File: config.mk
export PLATFORM = sky130hd
export DESIGN_NAME = soc_access_top
export DESIGN_NICKNAME = d
export VERILOG_FILES = /design/src/verilog/soc_map_pkg.sv /design/src/verilog/soc_rst_pkg.sv /design/src/verilog/soc_addr_decode.sv /design/src/verilog/soc_user_check.sv /design/src/verilog/soc_access_result.sv /design/src/verilog/soc_rst_seq.sv /design/src/verilog/soc_access_top.sv
export SDC_FILE = /design/constraint.sdc
export NUM_CORES = 1
export LEC_CHECK = 0
export BUFFER_PORTS_ARGS = -buffer_cell sky130_fd_sc_hd__buf_2
export CAP_MARGIN = 20
export CORE_UTILIZATION = 39
export DETAILED_ROUTE_END_ITERATION = 6
export HOLD_SLACK_MARGIN = 0.15
export SETUP_SLACK_MARGIN = 0.2
export SLEW_MARGIN = 20
export SYNTH_ARGS = -nofsm -noshare
export SYNTH_HDL_FRONTEND = slang
export SYNTH_SLANG_ARGS = --single-unit
File: constraint.sdc
create_clock -name core_clk -period 10.1 [get_ports core_clk]
set_input_delay 2.02 -clock core_clk [delete_from_list [all_inputs] [get_ports core_clk]]
set_output_delay 2.02 -clock core_clk [all_outputs]
set_load 0.05 [all_outputs]
File: src/verilog/soc_map_pkg.sv
/*
  Address map and access response types for the SoC access gate.
  The decode, execute and result stages and the top import this package.
  The MCU SRAM size is a module parameter and is not defined here.
*/
package soc_map_pkg;

    ////////////////////
    // Bus widths
    ////////////////////
    localparam int ADDR_W = 32;
    localparam int USER_W = 32;

    ////////////////////
    // Region bases
    ////////////////////
    localparam logic [ADDR_W-1:0] MCU_SRAM_BASE = 32'h2100_0000;
    localparam logic [ADDR_W-1:0] SRAM_CFG_BASE = 32'h2120_0000;
    localparam logic [ADDR_W-1:0] MCI_CFG_BASE  = 32'h2130_0000;

    // Both config windows are one 4 KB page
    localparam int CFG_WIN_BYTES = 4096;

    // Decoded target of a request
    typedef enum logic [1:0] {
        REGION_NONE     = 2'd0,
        REGION_MCU_SRAM = 2'd1,
        REGION_SRAM_CFG = 2'd2,
        REGION_MCI_CFG  = 2'd3
    } region_e;

    // Response code, in order of rule priority
    typedef enum logic [1:0] {
        ERR_OK        = 2'd0,
        ERR_DECODE    = 2'd1,
        ERR_USER      = 2'd2,
        ERR_NOT_READY = 2'd3
    } access_err_e;

endpackage

File: src/verilog/soc_rst_pkg.sv
/*
  Types for the power-good and core reset sequencer.
  Only the sequencer imports this package.
*/
package soc_rst_pkg;

    // Delay counter width, so up to 65535 cycles per step
    localparam int DLY_W = 16;

    // Idle states hold a level pair, wait states run the delay
    typedef enum logic [2:0] {
        ST_OFF      = 3'd0,  // Power-good low, core in reset
        ST_PWR_WAIT = 3'd1,  // Delay before a power-good change
        ST_PWR_ON   = 3'd2,  // Power-good high, core in reset
        ST_RST_WAIT = 3'd3,  // Delay before a core reset change
        ST_RUN      = 3'd4   // Both levels high
    } rst_state_e;

endpackage

File: src/verilog/soc_addr_decode.sv
/*
  Decode stage of the access pipeline.
  Maps each request address to a region of the SoC map and registers
  the region with the user value and write flag for the execute stage.
  MCU_SRAM_SIZE_KB comes from the top, up to 2048 KB.
*/
`timescale 1ns/1ns

module soc_addr_decode #(
    parameter int MCU_SRAM_SIZE_KB = 512
) (
    input  logic                           core_clk,
    input  logic                           rst_n_i,
    input  logic                           req_valid_i,
    input  logic [soc_map_pkg::ADDR_W-1:0] req_addr_i,
    input  logic [soc_map_pkg::USER_W-1:0] req_user_i,
    input  logic                           req_write_i,
    output logic                           dec_valid_o,
    output soc_map_pkg::region_e           dec_region_o,
    output logic [soc_map_pkg::USER_W-1:0] dec_user_o,
    output logic                           dec_write_o
);
    import soc_map_pkg::*;

    // Region limits, upper bound exclusive
    localparam logic [ADDR_W-1:0] SRAM_BYTES   = ADDR_W'(MCU_SRAM_SIZE_KB * 1024);
    localparam logic [ADDR_W-1:0] SRAM_END     = MCU_SRAM_BASE + SRAM_BYTES;
    localparam logic [ADDR_W-1:0] SRAM_CFG_END = SRAM_CFG_BASE + ADDR_W'(CFG_WIN_BYTES);
    localparam logic [ADDR_W-1:0] MCI_CFG_END  = MCI_CFG_BASE + ADDR_W'(CFG_WIN_BYTES);

    logic    hit_sram;
    logic    hit_sram_cfg;
    logic    hit_mci_cfg;
    region_e region_d;

    ////////////////////
    // Address compare
    ////////////////////
    always_comb begin
        hit_sram     = (req_addr_i >= MCU_SRAM_BASE) && (req_addr_i < SRAM_END);
        hit_sram_cfg = (req_addr_i >= SRAM_CFG_BASE) && (req_addr_i < SRAM_CFG_END);
        hit_mci_cfg  = (req_addr_i >= MCI_CFG_BASE) && (req_addr_i < MCI_CFG_END);

        // Regions never overlap, order only matters for readability
        if (hit_sram) begin
            region_d = REGION_MCU_SRAM;
        end else if (hit_sram_cfg) begin
            region_d = REGION_SRAM_CFG;
        end else if (hit_mci_cfg) begin
            region_d = REGION_MCI_CFG;
        end else begin
            region_d = REGION_NONE;
        end
    end

    ////////////////////
    // Stage register
    ////////////////////
    always_ff @(posedge core_clk) begin
        if (!rst_n_i) begin
            dec_valid_o <= 1'b0;
        end else begin
            dec_valid_o <= req_valid_i;
        end
    end

    // Payload only moves with a request
    always_ff @(posedge core_clk) begin
        if (req_valid_i) begin
            dec_region_o <= region_d;
            dec_user_o   <= req_user_i;
            dec_write_o  <= req_write_i;
        end
    end

endmodule

File: src/verilog/soc_user_check.sv
/*
  Execute stage of the access pipeline.
  Checks a decoded request against the core reset level and the five
  strap users, then registers grant, error code and region.
  Priority is reset state, then decode, then user and write flag.
*/
`timescale 1ns/1ns

module soc_user_check (
    input  logic                           core_clk,
    input  logic                           rst_n_i,
    input  logic                           dec_valid_i,
    input  soc_map_pkg::region_e           dec_region_i,
    input  logic [soc_map_pkg::USER_W-1:0] dec_user_i,
    input  logic                           dec_write_i,
    input  logic                           core_rst_b_i,
    input  logic [soc_map_pkg::USER_W-1:0] strap_lsu_user_i,
    input  logic [soc_map_pkg::USER_W-1:0] strap_ifu_user_i,
    input  logic [soc_map_pkg::USER_W-1:0] strap_dma_user_i,
    input  logic [soc_map_pkg::USER_W-1:0] strap_sram_cfg_user_i,
    input  logic [soc_map_pkg::USER_W-1:0] strap_mci_cfg_user_i,
    output logic                           exe_valid_o,
    output logic                           exe_grant_o,
    output soc_map_pkg::access_err_e       exe_err_o,
    output soc_map_pkg::region_e           exe_region_o
);
    import soc_map_pkg::*;

    logic        user_ok;
    access_err_e err_d;

    ////////////////////
    // User rules
    ////////////////////
    always_comb begin
        case (dec_region_i)
            // LSU and DMA read or write, IFU fetches only
            REGION_MCU_SRAM: begin
                user_ok = (dec_user_i == strap_lsu_user_i)
                       || (dec_user_i == strap_dma_user_i)
                       || ((dec_user_i == strap_ifu_user_i) && !dec_write_i);
            end
            REGION_SRAM_CFG: begin
                user_ok = (dec_user_i == strap_sram_cfg_user_i);
            end
            REGION_MCI_CFG: begin
                user_ok = (dec_user_i == strap_mci_cfg_user_i);
            end
            default: begin
                user_ok = 1'b0;
            end
        endcase
    end

    // Verdict in priority order
    always_comb begin
        if (!core_rst_b_i) begin
            err_d = ERR_NOT_READY;
        end else if (dec_region_i == REGION_NONE) begin
            err_d = ERR_DECODE;
        end else if (!user_ok) begin
            err_d = ERR_USER;
        end else begin
            err_d = ERR_OK;
        end
    end

    ////////////////////
    // Stage register
    ////////////////////
    always_ff @(posedge core_clk) begin
        if (!rst_n_i) begin
            exe_valid_o <= 1'b0;
            exe_grant_o <= 1'b0;
        end else begin
            exe_valid_o <= dec_valid_i;
            exe_grant_o <= dec_valid_i && (err_d == ERR_OK);
        end
    end

    always_ff @(posedge core_clk) begin
        exe_err_o    <= err_d;
        exe_region_o <= dec_region_i;
    end

endmodule

File: src/verilog/soc_access_result.sv
/*
  Result stage of the access pipeline.
  Registers the response seen by the bus side and keeps a saturating
  count of denied requests.
*/
`timescale 1ns/1ns

module soc_access_result (
    input  logic                     core_clk,
    input  logic                     rst_n_i,
    input  logic                     exe_valid_i,
    input  logic                     exe_grant_i,
    input  soc_map_pkg::access_err_e exe_err_i,
    input  soc_map_pkg::region_e     exe_region_i,
    output logic                     resp_valid_o,
    output logic                     resp_grant_o,
    output soc_map_pkg::access_err_e resp_err_o,
    output soc_map_pkg::region_e     resp_region_o,
    output logic [15:0]              deny_count_o
);

    logic deny;

    // Valid result without a grant
    assign deny = exe_valid_i && !exe_grant_i;

    always_ff @(posedge core_clk) begin
        if (!rst_n_i) begin
            resp_valid_o <= 1'b0;
            resp_grant_o <= 1'b0;
            deny_count_o <= '0;
        end else begin
            resp_valid_o <= exe_valid_i;
            resp_grant_o <= exe_valid_i && exe_grant_i;
            // Holds at all ones
            if (deny && (deny_count_o != '1)) begin
                deny_count_o <= deny_count_o + 1'b1;
            end
        end
    end

    // Code and region are only meaningful with resp_valid_o
    always_ff @(posedge core_clk) begin
        resp_err_o    <= exe_err_i;
        resp_region_o <= exe_region_i;
    end

endmodule

File: src/verilog/soc_rst_seq.sv
/*
  Power-good and core reset sequencer.
  Raises power-good and then the core reset after fixed delays at boot.
  Afterwards serves one assert or release request at a time and pulses
  the matching done output when the level changes. The core reset
  never leaves while power-good is low.
*/
`timescale 1ns/1ns

module soc_rst_seq #(
    parameter int RST_DELAY_CYCLES = 8
) (
    input  logic core_clk,
    input  logic rst_n_i,
    input  logic hard_rst_assert_req_i,
    input  logic hard_rst_release_req_i,
    input  logic core_rst_assert_req_i,
    input  logic core_rst_release_req_i,
    output logic pwrgood_o,
    output logic core_rst_b_o,
    output logic hard_rst_assert_done_o,
    output logic hard_rst_release_done_o,
    output logic core_rst_assert_done_o,
    output logic core_rst_release_done_o
);
    import soc_rst_pkg::*;

    // Last count of a wait, the count starts at the request pulse
    localparam logic [DLY_W-1:0] DLY_LAST = DLY_W'(RST_DELAY_CYCLES - 1);

    rst_state_e       state_q;
    logic [DLY_W-1:0] dly_cnt_q;
    logic             op_assert_q;
    logic             boot_q;
    logic             hard_req;
    logic             any_req;
    logic             dly_done;

    // Idle state that matches a pair of levels
    function automatic rst_state_e idle_state(input logic pg, input logic rb);
        if (!pg) begin
            return ST_OFF;
        end
        return rb ? ST_RUN : ST_PWR_ON;
    endfunction

    assign hard_req = hard_rst_assert_req_i | hard_rst_release_req_i;
    assign any_req  = hard_req | core_rst_assert_req_i | core_rst_release_req_i;
    assign dly_done = (dly_cnt_q >= DLY_LAST);

    ////////////////////
    // Sequencer FSM
    ////////////////////
    always_ff @(posedge core_clk) begin
        if (!rst_n_i) begin
            // Boot runs as a hard release chained into a core release
            state_q      <= ST_PWR_WAIT;
            dly_cnt_q    <= '0;
            op_assert_q  <= 1'b0;
            boot_q       <= 1'b1;
            pwrgood_o    <= 1'b0;
            core_rst_b_o <= 1'b0;
            hard_rst_assert_done_o  <= 1'b0;
            hard_rst_release_done_o <= 1'b0;
            core_rst_assert_done_o  <= 1'b0;
            core_rst_release_done_o <= 1'b0;
        end else begin
            // Done outputs are one cycle pulses
            hard_rst_assert_done_o  <= 1'b0;
            hard_rst_release_done_o <= 1'b0;
            core_rst_assert_done_o  <= 1'b0;
            core_rst_release_done_o <= 1'b0;

            case (state_q)
                ST_OFF, ST_PWR_ON, ST_RUN: begin
                    // Hard requests first, assert before release
                    if (any_req) begin
                        dly_cnt_q   <= DLY_W'(1);
                        op_assert_q <= hard_rst_assert_req_i
                                    | (!hard_rst_release_req_i & core_rst_assert_req_i);
                        state_q     <= hard_req ? ST_PWR_WAIT : ST_RST_WAIT;
                    end
                end

                ST_PWR_WAIT: begin
                    if (!dly_done) begin
                        dly_cnt_q <= dly_cnt_q + 1'b1;
                    end else if (op_assert_q) begin
                        // Hard reset drops both levels together
                        pwrgood_o              <= 1'b0;
                        core_rst_b_o           <= 1'b0;
                        hard_rst_assert_done_o <= 1'b1;
                        state_q                <= ST_OFF;
                    end else begin
                        pwrgood_o <= 1'b1;
                        if (boot_q) begin
                            dly_cnt_q <= '0;
                            state_q   <= ST_RST_WAIT;
                        end else begin
                            hard_rst_release_done_o <= 1'b1;
                            state_q                 <= idle_state(1'b1, core_rst_b_o);
                        end
                    end
                end

                ST_RST_WAIT: begin
                    if (!dly_done) begin
                        dly_cnt_q <= dly_cnt_q + 1'b1;
                    end else if (op_assert_q) begin
                        core_rst_b_o           <= 1'b0;
                        core_rst_assert_done_o <= 1'b1;
                        state_q                <= idle_state(pwrgood_o, 1'b0);
                    end else begin
                        // Release only takes hold with power good
                        core_rst_b_o            <= pwrgood_o;
                        core_rst_release_done_o <= !boot_q;
                        boot_q                  <= 1'b0;
                        state_q                 <= idle_state(pwrgood_o, pwrgood_o);
                    end
                end

                default: begin
                    state_q <= ST_OFF;
                end
            endcase
        end
    end

endmodule

File: src/verilog/soc_access_top.sv
/*
  Top of the SoC access gate.
  Holds the five strap registers, sampled while rst_n_i is low, and ties
  the decode, execute and result stages to the reset sequencer.
  A request strobed in gets one response three cycles later.
*/
`timescale 1ns/1ns

module soc_access_top #(
    parameter int MCU_SRAM_SIZE_KB = 512,
    parameter int RST_DELAY_CYCLES = 8
) (
    input  logic                           core_clk,
    input  logic                           rst_n_i,
    input  logic                           hard_rst_assert_req_i,
    input  logic                           hard_rst_release_req_i,
    input  logic                           core_rst_assert_req_i,
    input  logic                           core_rst_release_req_i,
    input  logic [soc_map_pkg::USER_W-1:0] strap_lsu_user_i,
    input  logic [soc_map_pkg::USER_W-1:0] strap_ifu_user_i,
    input  logic [soc_map_pkg::USER_W-1:0] strap_dma_user_i,
    input  logic [soc_map_pkg::USER_W-1:0] strap_sram_cfg_user_i,
    input  logic [soc_map_pkg::USER_W-1:0] strap_mci_cfg_user_i,
    input  logic                           req_valid_i,
    input  logic [soc_map_pkg::ADDR_W-1:0] req_addr_i,
    input  logic [soc_map_pkg::USER_W-1:0] req_user_i,
    input  logic                           req_write_i,
    output logic                           pwrgood_o,
    output logic                           core_rst_b_o,
    output logic                           hard_rst_assert_done_o,
    output logic                           hard_rst_release_done_o,
    output logic                           core_rst_assert_done_o,
    output logic                           core_rst_release_done_o,
    output logic                           resp_valid_o,
    output logic                           resp_grant_o,
    output soc_map_pkg::access_err_e       resp_err_o,
    output soc_map_pkg::region_e           resp_region_o,
    output logic [15:0]                    deny_count_o
);
    import soc_map_pkg::*;

    // Strap copies
    logic [USER_W-1:0] lsu_user_q;
    logic [USER_W-1:0] ifu_user_q;
    logic [USER_W-1:0] dma_user_q;
    logic [USER_W-1:0] sram_cfg_user_q;
    logic [USER_W-1:0] mci_cfg_user_q;

    // Decode to execute
    logic              dec_valid;
    region_e           dec_region;
    logic [USER_W-1:0] dec_user;
    logic              dec_write;

    // Execute to result
    logic              exe_valid;
    logic              exe_grant;
    access_err_e       exe_err;
    region_e           exe_region;

    ////////////////////
    // Strap capture
    ////////////////////
    // Follows the pins during reset, frozen after release
    always_ff @(posedge core_clk) begin
        if (!rst_n_i) begin
            lsu_user_q      <= strap_lsu_user_i;
            ifu_user_q      <= strap_ifu_user_i;
            dma_user_q      <= strap_dma_user_i;
            sram_cfg_user_q <= strap_sram_cfg_user_i;
            mci_cfg_user_q  <= strap_mci_cfg_user_i;
        end
    end

    ////////////////////
    // Access pipeline
    ////////////////////
    soc_addr_decode #(
        .MCU_SRAM_SIZE_KB(MCU_SRAM_SIZE_KB)
    ) u_decode (
        .core_clk     (core_clk),
        .rst_n_i      (rst_n_i),
        .req_valid_i  (req_valid_i),
        .req_addr_i   (req_addr_i),
        .req_user_i   (req_user_i),
        .req_write_i  (req_write_i),
        .dec_valid_o  (dec_valid),
        .dec_region_o (dec_region),
        .dec_user_o   (dec_user),
        .dec_write_o  (dec_write)
    );

    // Core reset level gates every grant
    soc_user_check u_check (
        .core_clk              (core_clk),
        .rst_n_i               (rst_n_i),
        .dec_valid_i           (dec_valid),
        .dec_region_i          (dec_region),
        .dec_user_i            (dec_user),
        .dec_write_i           (dec_write),
        .core_rst_b_i          (core_rst_b_o),
        .strap_lsu_user_i      (lsu_user_q),
        .strap_ifu_user_i      (ifu_user_q),
        .strap_dma_user_i      (dma_user_q),
        .strap_sram_cfg_user_i (sram_cfg_user_q),
        .strap_mci_cfg_user_i  (mci_cfg_user_q),
        .exe_valid_o           (exe_valid),
        .exe_grant_o           (exe_grant),
        .exe_err_o             (exe_err),
        .exe_region_o          (exe_region)
    );

    soc_access_result u_result (
        .core_clk      (core_clk),
        .rst_n_i       (rst_n_i),
        .exe_valid_i   (exe_valid),
        .exe_grant_i   (exe_grant),
        .exe_err_i     (exe_err),
        .exe_region_i  (exe_region),
        .resp_valid_o  (resp_valid_o),
        .resp_grant_o  (resp_grant_o),
        .resp_err_o    (resp_err_o),
        .resp_region_o (resp_region_o),
        .deny_count_o  (deny_count_o)
    );

    ////////////////////
    // Reset sequencer
    ////////////////////
    soc_rst_seq #(
        .RST_DELAY_CYCLES(RST_DELAY_CYCLES)
    ) u_rst_seq (
        .core_clk                (core_clk),
        .rst_n_i                 (rst_n_i),
        .hard_rst_assert_req_i   (hard_rst_assert_req_i),
        .hard_rst_release_req_i  (hard_rst_release_req_i),
        .core_rst_assert_req_i   (core_rst_assert_req_i),
        .core_rst_release_req_i  (core_rst_release_req_i),
        .pwrgood_o               (pwrgood_o),
        .core_rst_b_o            (core_rst_b_o),
        .hard_rst_assert_done_o  (hard_rst_assert_done_o),
        .hard_rst_release_done_o (hard_rst_release_done_o),
        .core_rst_assert_done_o  (core_rst_assert_done_o),
        .core_rst_release_done_o (core_rst_release_done_o)
    );

endmodule

==> results.py, run 1 <==
metrics = {
    "run_status": {
        "status": "completed",
    },
    "worst_setup_path": {
        "start_kind": "flip-flop",
        "crit_type": "flip-flop to primary output",
        "end_kind": "primary output",
        "cp.required_ps": 8080,
        "cp.arrival_ps": 1320,
        "cp_max_fo": 6,
        "path_cells": "buf_2",
        "cp_top_family": "flip-flops",
        "cp_num_buf_inv": 1,
        "cpPeakStageDelay_ps": 460,
        "cp_slowest_cell": "dfxtp_1",
    },
    "route": {
        "highest_layer": "met5",
        "met2RoutedLength_mm": 12.31,
        "drt.antenna.violating_nets": 0,
        "vias_per_cell": 5.030,
        "drt_iter0_drc": 396,
        "routed_wl_mm": 25.74,
        "drt-met1-wl_mm": 11.23,
        "vias": 6821,
        "drtPass1Iterations": 5,
        "wl_per_cell_um": 18.98,
        "wl_met3_mm": 1.507,
        "drc": 0,
    },
    "clock_network": {
        "cts_buffers": 28,
        "numClockSinks": 251,
        "clk_pin_slew_ps": 60,
        "postCtsHoldBufs": 0,
        "worstSkewPairLatency_ps": 550,
        "tritoncts": "built",
        "cts_root_buffer": "clkbuf_16",
        "cts-resized-gates": 0,
        "ctsHtreeMaxLevel": 1,
        "post-cts-setup-buffers": 0,
        "clockBufferDepth": 3,
    },
    "die": {
        "placeableCoreArea_sq_um": 26060,
        "io_pins": 260,
        "die_y_um": 165.0,
        "rows": 59,
        "initial_core_util": 0.3975,
        "die_w_um": 165.0,
        "dieArea_sq_um": 27220,
    },
    "place": {
        "placed_cells": 1299,
        "dp_hpwl_mm": 18.26,
        "place_congestion": 0.8095,
        "io_buffers": 247,
        "placed_area_sq_um": 11870,
    },
    "power": {
        "sw_frac_of_total": 0.2239,
        "p_sw_mw": 0.5482,
        "p_clk_frac": 0.417,
        "pwr_density_cell_nw_per_um2": 190.5,
        "p_leak_nw": 4.870,
        "internal-power_mw": 1.900,
        "peakVddDrop_v": 0.0001736,
        "p_seq_frac": 0.507,
        "combinationalPowerShare": 0.076,
    },
    "synthesis": {
        "ys_seq_area_frac": 0.6735,
        "syn-cell-area_sq_um": 10360,
        "ys.flop_type": "edfxtp_1",
        "synth.avg_cell_area_sq_um": 13.90,
        "ys_warn_count": 0,
        "async_flop_share": 0,
        "synth_fp_nets": 979,
        "synth_edf_count": 195,
        "ys_ff_latch": 251,
        "ys_types": 57,
        "syn_inst": 745,
    },
    "layout": {
        "final_cell_area_sq_um": 12850,
        "fin_nets": 1229,
        "area_growth_pct": 24.02,
        "drive_above_1_share": 0.3166,
        "fin_cells": 1356,
        "final_core_util": 0.4930,
    },
    "timing": {
        "drv_slew": 0,
        "worst_pin_slew_ps": 1033,
        "finalCriticalPeriod_ps": 3343,
        "slew_headroom": 0.3116,
        "final-setup-viol-count": 0,
        "rsz0062_at_grt": "false",
        "hold_viol_final": 0,
        "fmax_mhz": 299.1,
        "skew_ps": 14.35,
        "fin_tns_setup_ps": 0,
        "finalCritPeriodShare": 0.3310,
    },
    "grt": {
        "antenna_found_initial": 6,
        "grt_max_degree": 123,
        "grt_pass1_wl_mm": 37.62,
        "grt_pass1_vias": 6562,
        "overflow": 0,
        "track_usage": 0.1900,
    },
    "hold_path": {
        "hold_class": "flip-flop to flip-flop",
    },
    "flow_run": {
        "drv_cap": 0,
    },
}
-- power groups by stage --
stage / Clock [mW] / Sequential (mW) / Combinational, mW
global placement: 0 / 1.26 / 0.184
global route: 1.08 / 1.25 / 0.207
floorplan: 0 / 1.25 / 0.118
detailed placement: 0 / 1.27 / 0.187
finish: 1.02 / 1.24 / 0.186
CTS: 1.05 / 1.24 / 0.188
-- path summary, 6_finish.rpt --
path,from,end,slack [ps],cells after the start
worst min register to register,u_check.exe_region_o[1],u_result.resp_region_o[1],320,0
worst max-delay path,u_result.deny_count_o[7],deny_count_o[7],6760,1
worst min-delay path,u_check.exe_region_o[1],u_result.resp_region_o[1],320,0
worst max register to register,u_decode.dec_region_o[1],u_check.exe_err_o[1],7450,7
-- synth_stat cells, drive strengths merged, types with 2 or more instances --
| master | instances | area share |
|---|---|---|
| mux2i | 7 | 0.0068 |
| a21bo | 9 | 0.0093 |
| o21a | 9 | 0.0065 |
| a21boi | 15 | 0.011 |
| nor4 | 17 | 0.012 |
| and3b | 8 | 0.0068 |
| and3 | 27 | 0.016 |
| nand4 | 31 | 0.019 |
| a22oi | 3 | 0.0022 |
| nand2 | 13 | 0.0047 |
| inv | 4 | 0.0014 |
| nor4b | 3 | 0.0025 |
| nor2 | 36 | 0.015 |
| nor3b | 2 | 0.0019 |
| nor2b | 7 | 0.0042 |
| edfxtp | 195 | 0.57 |
| a31oi | 9 | 0.0054 |
| ha | 2 | 0.0024 |
| o211a | 2 | 0.0019 |
| nand2b | 3 | 0.0018 |
| a21oi | 27 | 0.013 |
| and4 | 5 | 0.0042 |
| or3 | 18 | 0.011 |
| xnor2 | 95 | 0.080 |
| a211oi | 11 | 0.0080 |
| nor3 | 20 | 0.0097 |
| o21ai | 22 | 0.012 |
| xor2 | 17 | 0.014 |
| and2 | 4 | 0.0024 |
| nand3 | 23 | 0.011 |
| dfxtp | 56 | 0.11 |
| buf | 14 | 0.0099 |
| clkbuf | 17 | 0.0063 |
| a41oi | 2 | 0.0017 |
-- cell families after synthesis --
family,share of synthesized area
flip-flops,0.6735
AND/OR/NAND/NOR,0.1248
AO/OA/AOI/OAI,0.08021
XOR/XNOR,0.09470
buffers and inverters,0.01763
multiplexers,0.006764
adder cells (fa/ha/maj),0.002415
-- cell usage in the layout, fill, tap and decap left out, drive strengths merged, types with 2 or more instances in the layout --
| cell | synthesis | routed |
|---|---|---|
| ha | 2 | 2 |
| or3 | 18 | 18 |
| bufinv | 0 | 2 |
| o21ai | 22 | 22 |
| mux2i | 7 | 7 |
| nor3 | 20 | 20 |
| nand2 | 13 | 13 |
| nor4 | 17 | 17 |
| xor2 | 17 | 17 |
| a31oi | 9 | 9 |
| and3 | 27 | 27 |
| a21oi | 27 | 27 |
| clkinv | 0 | 7 |
| clkbuf | 17 | 42 |
| nand3 | 23 | 23 |
| buf | 14 | 251 |
| edfxtp | 195 | 195 |
| inv | 4 | 4 |
| a21boi | 15 | 15 |
| a21bo | 9 | 9 |
| nor4b | 3 | 3 |
| a211oi | 11 | 11 |
| a22oi | 3 | 3 |
| nor2 | 36 | 36 |
| nand4 | 31 | 31 |
| nor2b | 7 | 7 |
| and2 | 4 | 4 |
| xnor2 | 95 | 95 |
| nand2b | 3 | 3 |
| o21a | 9 | 9 |
| and3b | 8 | 8 |
| o211a | 2 | 2 |
| dfxtp | 56 | 56 |
| and4 | 5 | 5 |
| diode | 0 | 4 |
| a41oi | 2 | 2 |
| nor3b | 2 | 2 |
-- layout make-up --
type,count,area [sq um]
Multi-Input combinational cell,459,3199
Sequential cell,251,6977
Tap cell,335,419.2
Clock buffer,42,824.5
Inverter,4,20.02
Antenna cell,4,10.01
Fill cell,2321,13210
Timing Repair Buffer,251,1286
Clock inverter,10,111.4
-- routing by layer --
metal | track usage | vias up
met1 | 0.2474 | 3228
met2 | 0.3157 | 203
met5 | 0 | -
met4 | 0.06297 | 6
li1 | - | 3338
met3 | 0.03817 | 46
-- registers in the layout (all words and copies together), names as in the netlist, 2 cells and up --
signal,flops
mci_cfg_user_q,32
u_check.exe_err_o,2
sram_cfg_user_q,32
ifu_user_q,32
u_check.exe_region_o,2
u_result.deny_count_o,16
lsu_user_q,32
u_decode.dec_user_o,32
u_decode.dec_region_o,2
u_rst_seq.state_q,3
u_result.resp_err_o,2
dma_user_q,32
u_rst_seq.dly_cnt_q,16
u_result.resp_region_o,2
-- metrics by stage --
step	setup WS, ps	hold WS [ps]	power (mW)
final	6757	323.4	2.448
after global routing	6624	324.1	2.540
after CTS	6409	320.6	2.477
after detailed placement	5838	312.1	1.452
after global placement	5873	312.2	1.447
after floorplan	2681	309.6	1.365
(Power assumes the default switching activity.)
==> inputs of run 2 (changes only) <==
- clock period: 10.1 -> 3.2 ns (I/O delays scaled with it)
==> run 2 against run 1 <==
Utilization barely moved. Worst hold slack got worse by 57 ps. Largest power group unchanged. Global-route usage fell by 0.14 points. Sequential power rose to 3.2 times the previous value. Total power rose to 3.1 times the previous value. Cell area barely moved. Critical path depth rose by 6. Highest routed layer is now met4. Critical path type is now flip-flop to flip-flop. First-iteration DRC count fell by 5.6%. Non-clock buffer count rose by 3. Final cell count rose by 0.74%.
==> results.py, run 2 (synthesis results as in run 1) <==
metrics = {
    "worst_setup_path": {
        "cp.arrival_ps": 2760,
        "cp_max_fo": 65,
        "path_cells": "buf_12 > a21bo_2 > and3_1 > nor4b_1 > nand4_1 > nor4_2 > o21ai_0",
        "cp_slowest_cell": "edfxtp_1",
        "start_kind": "flip-flop",
        "crit_type": "flip-flop to flip-flop",
        "cp.required_ps": 3600,
        "end_kind": "flip-flop",
        "cpPeakStageDelay_ps": 410,
    },
    "grt": {
        "grt_max_degree": 79,
        "overflow": 0,
        "grt_pass1_wl_mm": 37.17,
        "antenna_found_initial": 10,
        "track_usage": 0.1886,
        "grt_pass1_vias": 6576,
    },
    "power": {
        "peakVddDrop_v": 0.0004777,
        "pwr_density_cell_nw_per_um2": 583.9,
        "p_total_mw": 7.496,
        "p_leak_nw": 4.847,
    },
    "clock_network": {
        "tritoncts": "built",
        "cts_root_buffer": "clkbuf_16",
        "postCtsHoldBufs": 0,
        "cts-resized-gates": 0,
        "worstSkewPairLatency_ps": 540,
        "cts_buffers": 28,
        "post-cts-setup-buffers": 0,
        "clockBufferDepth": 3,
        "ctsHtreeMaxLevel": 1,
        "numClockSinks": 251,
        "clk_pin_slew_ps": 60,
    },
    "die": {
        "io_pins": 260,
        "placeableCoreArea_sq_um": 26060,
        "dieArea_sq_um": 27220,
        "rows": 59,
        "die_y_um": 165.0,
        "initial_core_util": 0.3975,
        "die_w_um": 165.0,
    },
    "layout": {
        "layout_common_cells": "247 x buf_2, 195 x edfxtp_1, 95 x xnor2_1, 56 x dfxtp_1, 30 x nand4_1",
        "area_growth_pct": 23.93,
        "fin_nets": 1232,
        "drive_above_1_share": 0.3147,
        "mostFrequentLayoutCell": "buf_2",
        "fill_cells": 2314,
    },
    "timing": {
        "fmax_mhz": 424.8,
        "final-setup-viol-count": 0,
        "worst_pin_slew_ps": 1012,
        "rsz0062_at_grt": "false",
        "finalCriticalPeriod_ps": 2354,
        "drv_slew": 0,
        "hold_viol_final": 0,
        "fin_tns_setup_ps": 0,
        "skew_ps": 15.85,
        "slew_headroom": 0.3256,
        "finalCritPeriodShare": 0.7356,
    },
    "route": {
        "vias": 6764,
        "drt.antenna.violating_nets": 0,
        "drtPass1Iterations": 4,
        "vias_per_cell": 4.952,
        "routed_wl_mm": 25.72,
        "drt_iter0_drc": 374,
        "drc": 0,
        "wl_per_cell_um": 18.83,
    },
    "hold_path": {
        "hold_class": "input port to flip-flop",
    },
    "flow_run": {
        "drv_cap": 0,
    },
    "place": {
        "io_buffers": 247,
        "place_congestion": 0.8009,
        "dp_hpwl_mm": 18.47,
    },
    "run_status": {
        "status": "completed",
    },
}
-- run 2: critical path: cells and delay by family, from the launching register on --
kind | cells | cell delay (ps)
AO/OA/AOI/OAI | 2 | 380
buffers and inverters | 1 | 220
flip-flops | 1 | 410
AND/OR/NAND/NOR | 4 | 1190
-- run 2: cell type report --
| class | count | area [sq um] | area share |
|---|---|---|---|
| flip-flops and latches | 251 | 6977 | 0.5435 |
| multi-input cells | 459 | 3199 | 0.2492 |
| repair buffers | 254 | 1339 | 0.1043 |
| clock buffers | 37 | 744.5 | 0.05799 |
| well taps | 335 | 419.2 | 0.03265 |
| clock inverters | 15 | 111.4 | 0.008674 |
| diodes | 11 | 27.53 | 0.002144 |
| inverters | 4 | 20.02 | 0.001559 |
-- run 2: metrics by stage --
step / instances / hold WS, ps / cell area (sq um) / utilization / setup WS, ps
final: 1366 / 266.2 / 12840 / 0.4926 / 846.1
after CTS: 1355 / 242.9 / 12810 / 0.4916 / 805.2
after detailed placement: 1303 / 314.3 / 11950 / 0.4587 / 827.6
after global routing: 1362 / 242.1 / 12830 / 0.4922 / 653.1
after floorplan: 745 / 309.6 / 10360 / - / 606.3
after global placement: 1303 / 312.3 / 11950 / 0.4587 / 854.0
-- run 2: final timing paths --
| path | start | endpoint | slack [ps] | depth (start not counted) |
|---|---|---|---|---|
| hold / removal | strap_sram_cfg_user_i[13] | sram_cfg_user_q[13] | 270 | 1 |
| setup / recovery | u_decode.dec_region_o[0] | u_check.exe_err_o[1] | 850 | 7 |
| hold reg to reg | u_check.exe_region_o[0] | u_result.resp_region_o[0] | 330 | 0 |
| setup reg to reg | u_decode.dec_region_o[0] | u_check.exe_err_o[1] | 850 | 7 |
-- run 2: where the power goes --
part	total, mW	internal (mW)	leakage, nW	switching (mW)
Combinational	0.603	0.313	2.08	0.291
Clock	2.98	1.71	0.408	1.27
Sequential	3.91	3.75	2.36	0.159
Total	7.50	5.78	4.85	1.72
-- run 2: layer usage --
layer / routed length, um / up-vias / GRT usage
li1: - / 3343 / -
met1: 11080 / 3173 / 0.2444
met2: 12190 / 199 / 0.3084
met3: 1682 / 49 / 0.03993
met4: 765 / 0 / 0.07339
met5: 0 / - / 0
==> inputs of run 3 (changes only) <==
- ABC_AREA: not set -> 1
- clock period: 3.2 -> 1.9 ns (I/O delays scaled with it)
==> run 3 against run 2 <==
The run now ends with negative setup slack left. Critical endpoint unchanged. Global-route usage up 2.2 points. First-iteration DRC count up 28%. Clock power up 81%.
==> results.py, run 3 <==
metrics = {
    "power": {
        "p_leak_nw": 6.817,
        "combinationalPowerShare": 0.114,
        "pwr_density_cell_nw_per_um2": 863.8,
        "p_seq_frac": 0.485,
        "sw_frac_of_total": 0.2296,
        "p_sw_mw": 3.092,
        "peakVddDrop_v": 0.0007842,
        "p_clk_frac": 0.401,
        "internal-power_mw": 10.37,
    },
    "worst_setup_path": {
        "path_cells": "nand2_8 > buf_4 > o21ai_0 > xor2_1 > nor2_1 > nand3_1 > nor2_2 > nand2_2 > nand2_1 > nand2_1",
        "cp.required_ps": 2320,
        "start_kind": "flip-flop",
        "cp_top_family": "simple AND/OR/NAND/NOR gates",
        "cp.arrival_ps": 2320,
        "cp_common_cell": "nand2_1",
        "cpPeakStageDelay_ps": 480,
        "end_kind": "flip-flop",
        "cp_num_buf_inv": 1,
        "cp_slowest_cell": "edfxtp_1",
        "crit_type": "flip-flop to flip-flop",
        "cp_max_fo": 8,
    },
    "synthesis": {
        "ys_ff_latch": 251,
        "synth_edf_count": 195,
        "syn-cell-area_sq_um": 10700,
        "synth_fp_nets": 1278,
        "ys_top_cells_by_count": "287 x nand2_1, 195 x edfxtp_1, 138 x inv_1",
        "synth.avg_cell_area_sq_um": 10.25,
        "yosys-top-cells-area": "edfxtp_1 55%, dfxtp_1 10%, nand2_1 10%",
        "ys_warn_count": 0,
        "yosys.area.top_type": "edfxtp_1",
        "ys_types": 42,
        "async_flop_share": 0,
        "synth_top_area_frac": 0.5473,
        "syn_inst": 1044,
        "yosysMostFrequentCell": "nand2_1",
        "ys.flop_type": "edfxtp_1",
        "ys_seq_area_frac": 0.6521,
    },
    "timing": {
        "drv_slew": 0,
        "final-setup-viol-count": 1,
        "hold_viol_final": 0,
        "whs_ps": 194.0,
        "rsz0062_at_grt": "true",
        "worst_slack_ps": -5.318,
        "finalCriticalPeriod_ps": 1905,
        "skew_ps": 8.238,
        "slew_headroom": 0.7320,
        "finalCritPeriodShare": 1.003,
        "worst_pin_slew_ps": 402.0,
        "fmax_mhz": 524.8,
    },
    "route": {
        "vias": 8848,
        "vias_per_cell": 4.689,
        "drtPass1Iterations": 5,
        "drt_iter0_drc": 478,
        "drt.antenna.violating_nets": 0,
        "wl_per_cell_um": 15.80,
        "drc": 0,
        "routed_wl_mm": 29.82,
    },
    "die": {
        "die_w_um": 167.6,
        "initial_core_util": 0.3970,
        "io_pins": 260,
        "rows": 60,
        "die_y_um": 167.6,
        "placeableCoreArea_sq_um": 26950,
        "dieArea_sq_um": 28100,
    },
    "place": {
        "io_buffers": 247,
        "placed_area_sq_um": 12510,
        "placed_cells": 1634,
        "place_congestion": 0.8242,
        "dp_hpwl_mm": 19.23,
        "place_ws_ps": -24.85,
    },
    "grt": {
        "overflow": 0,
        "antenna_found_initial": 1,
        "grt_pass1_wl_mm": 46.00,
        "grt_pass1_vias": 8856,
        "grt_max_degree": 37,
        "track_usage": 0.2109,
    },
    "clock_network": {
        "worstSkewPairLatency_ps": 530,
        "cts_root_buffer": "clkbuf_16",
        "clockBufferDepth": 3,
        "tritoncts": "built",
        "numClockSinks": 251,
        "ctsHtreeMaxLevel": 1,
        "clk_pin_slew_ps": 60,
        "cts_buffers": 28,
    },
    "layout": {
        "fin_cells": 1887,
        "mostFrequentLayoutCell": "nand2_1",
        "area_growth_pct": 45.70,
        "final_cell_area_sq_um": 15590,
        "layout_common_cells": "278 x nand2_1, 246 x buf_2, 195 x edfxtp_1, 193 x dlygate4sd3_1, 138 x inv_1",
        "drive_above_1_share": 0.2421,
        "fin_nets": 1758,
    },
    "run_status": {
        "status": "finished with violations",
        "violations": "negative setup slack",
    },
    "flow_run": {
        "drv_cap": 0,
    },
    "hold_path": {
        "hold_class": "input port to flip-flop",
    },
}
## run 3: power by group through the flow
stage	Clock (mW)	Sequential [mW]	Combinational (mW)
3_5_place_dp	0	6.64	1.16
6_report	5.40	6.53	1.54
2_1_floorplan	0	6.58	0.686
4_1_cts	5.51	6.52	1.49
3_3_place_gp	0	6.62	1.14
5_1_grt	5.71	6.57	1.71
## run 3: what timing repair did
item / in CTS / in global routing
hold endpoints to repair: 193 / 0
gates resized for setup: 9 / 29
cloned: 0 / 2
setup buffers: 3 / 3
pin swaps: 3 / 11
hold buffers: 193 / 0
endpoints found under the setup margin: 19 / 30
## run 3: cells by family (layout without fill, tap and decap cells)
family,after synthesis,count (layout),synth area share
AND/OR/NAND/NOR,488,488,0.1900
AO/OA/AOI/OAI,87,87,0.04830
XOR/XNOR,55,55,0.04502
adder cells (fa/ha/maj),2,2,0.002339
flip-flops,251,251,0.6521
other,0,1,0
buffers and inverters,161,662,0.06221
## run 3: final timing paths
check                                         startpoint  slack, ps  depth (start not counted)                     end
worst max register to register  u_decode.dec_region_o[0]         -5                         10    u_check.exe_err_o[1]
worst min register to register      u_check.exe_err_o[0]        330                          0  u_result.resp_err_o[0]
worst max-delay path            u_decode.dec_region_o[0]         -5                         10    u_check.exe_err_o[1]
worst min-delay path               hard_rst_assert_req_i        190                          3   u_rst_seq.op_assert_q
## run 3: layout make-up
class                      instances  area [sq um]
tap                              341         426.7
multi-input combinational        632          3173
clock inverter                    12         136.4
antenna                            1         2.502
fill                            2207         11360
inverter                         140         533.0
clock buffer                      39         783.3
timing repair buffer             471          3542
sequential                       251          6992
## run 3: metal layers
metal | wire [um] | vias up | part of all wire | global-route usage
li1 | - | 4397 | - | -
met1 | 12300 | 4107 | 0.41 | 0.2580
met2 | 15230 | 291 | 0.51 | 0.3813
met3 | 1492 | 53 | 0.050 | 0.02883
met4 | 796 | 0 | 0.027 | 0.06941
met5 | 0 | - | 0 | 0
## run 3: worst min-delay path, stage by stage
cell and delay (ps):
buf_2 90, a211oi_1 50, a211oi_1 160
## run 3: metrics by stage
stage	setup TNS, ps	utilization	power, mW
final	-5.318	0.5784	13.47
after global routing	-319.2	0.5784	13.98
after CTS	0	0.5720	13.52
after detailed placement	-24.85	0.4643	7.795
after global placement	-12.47	0.4643	7.767
after floorplan	0	-	7.263
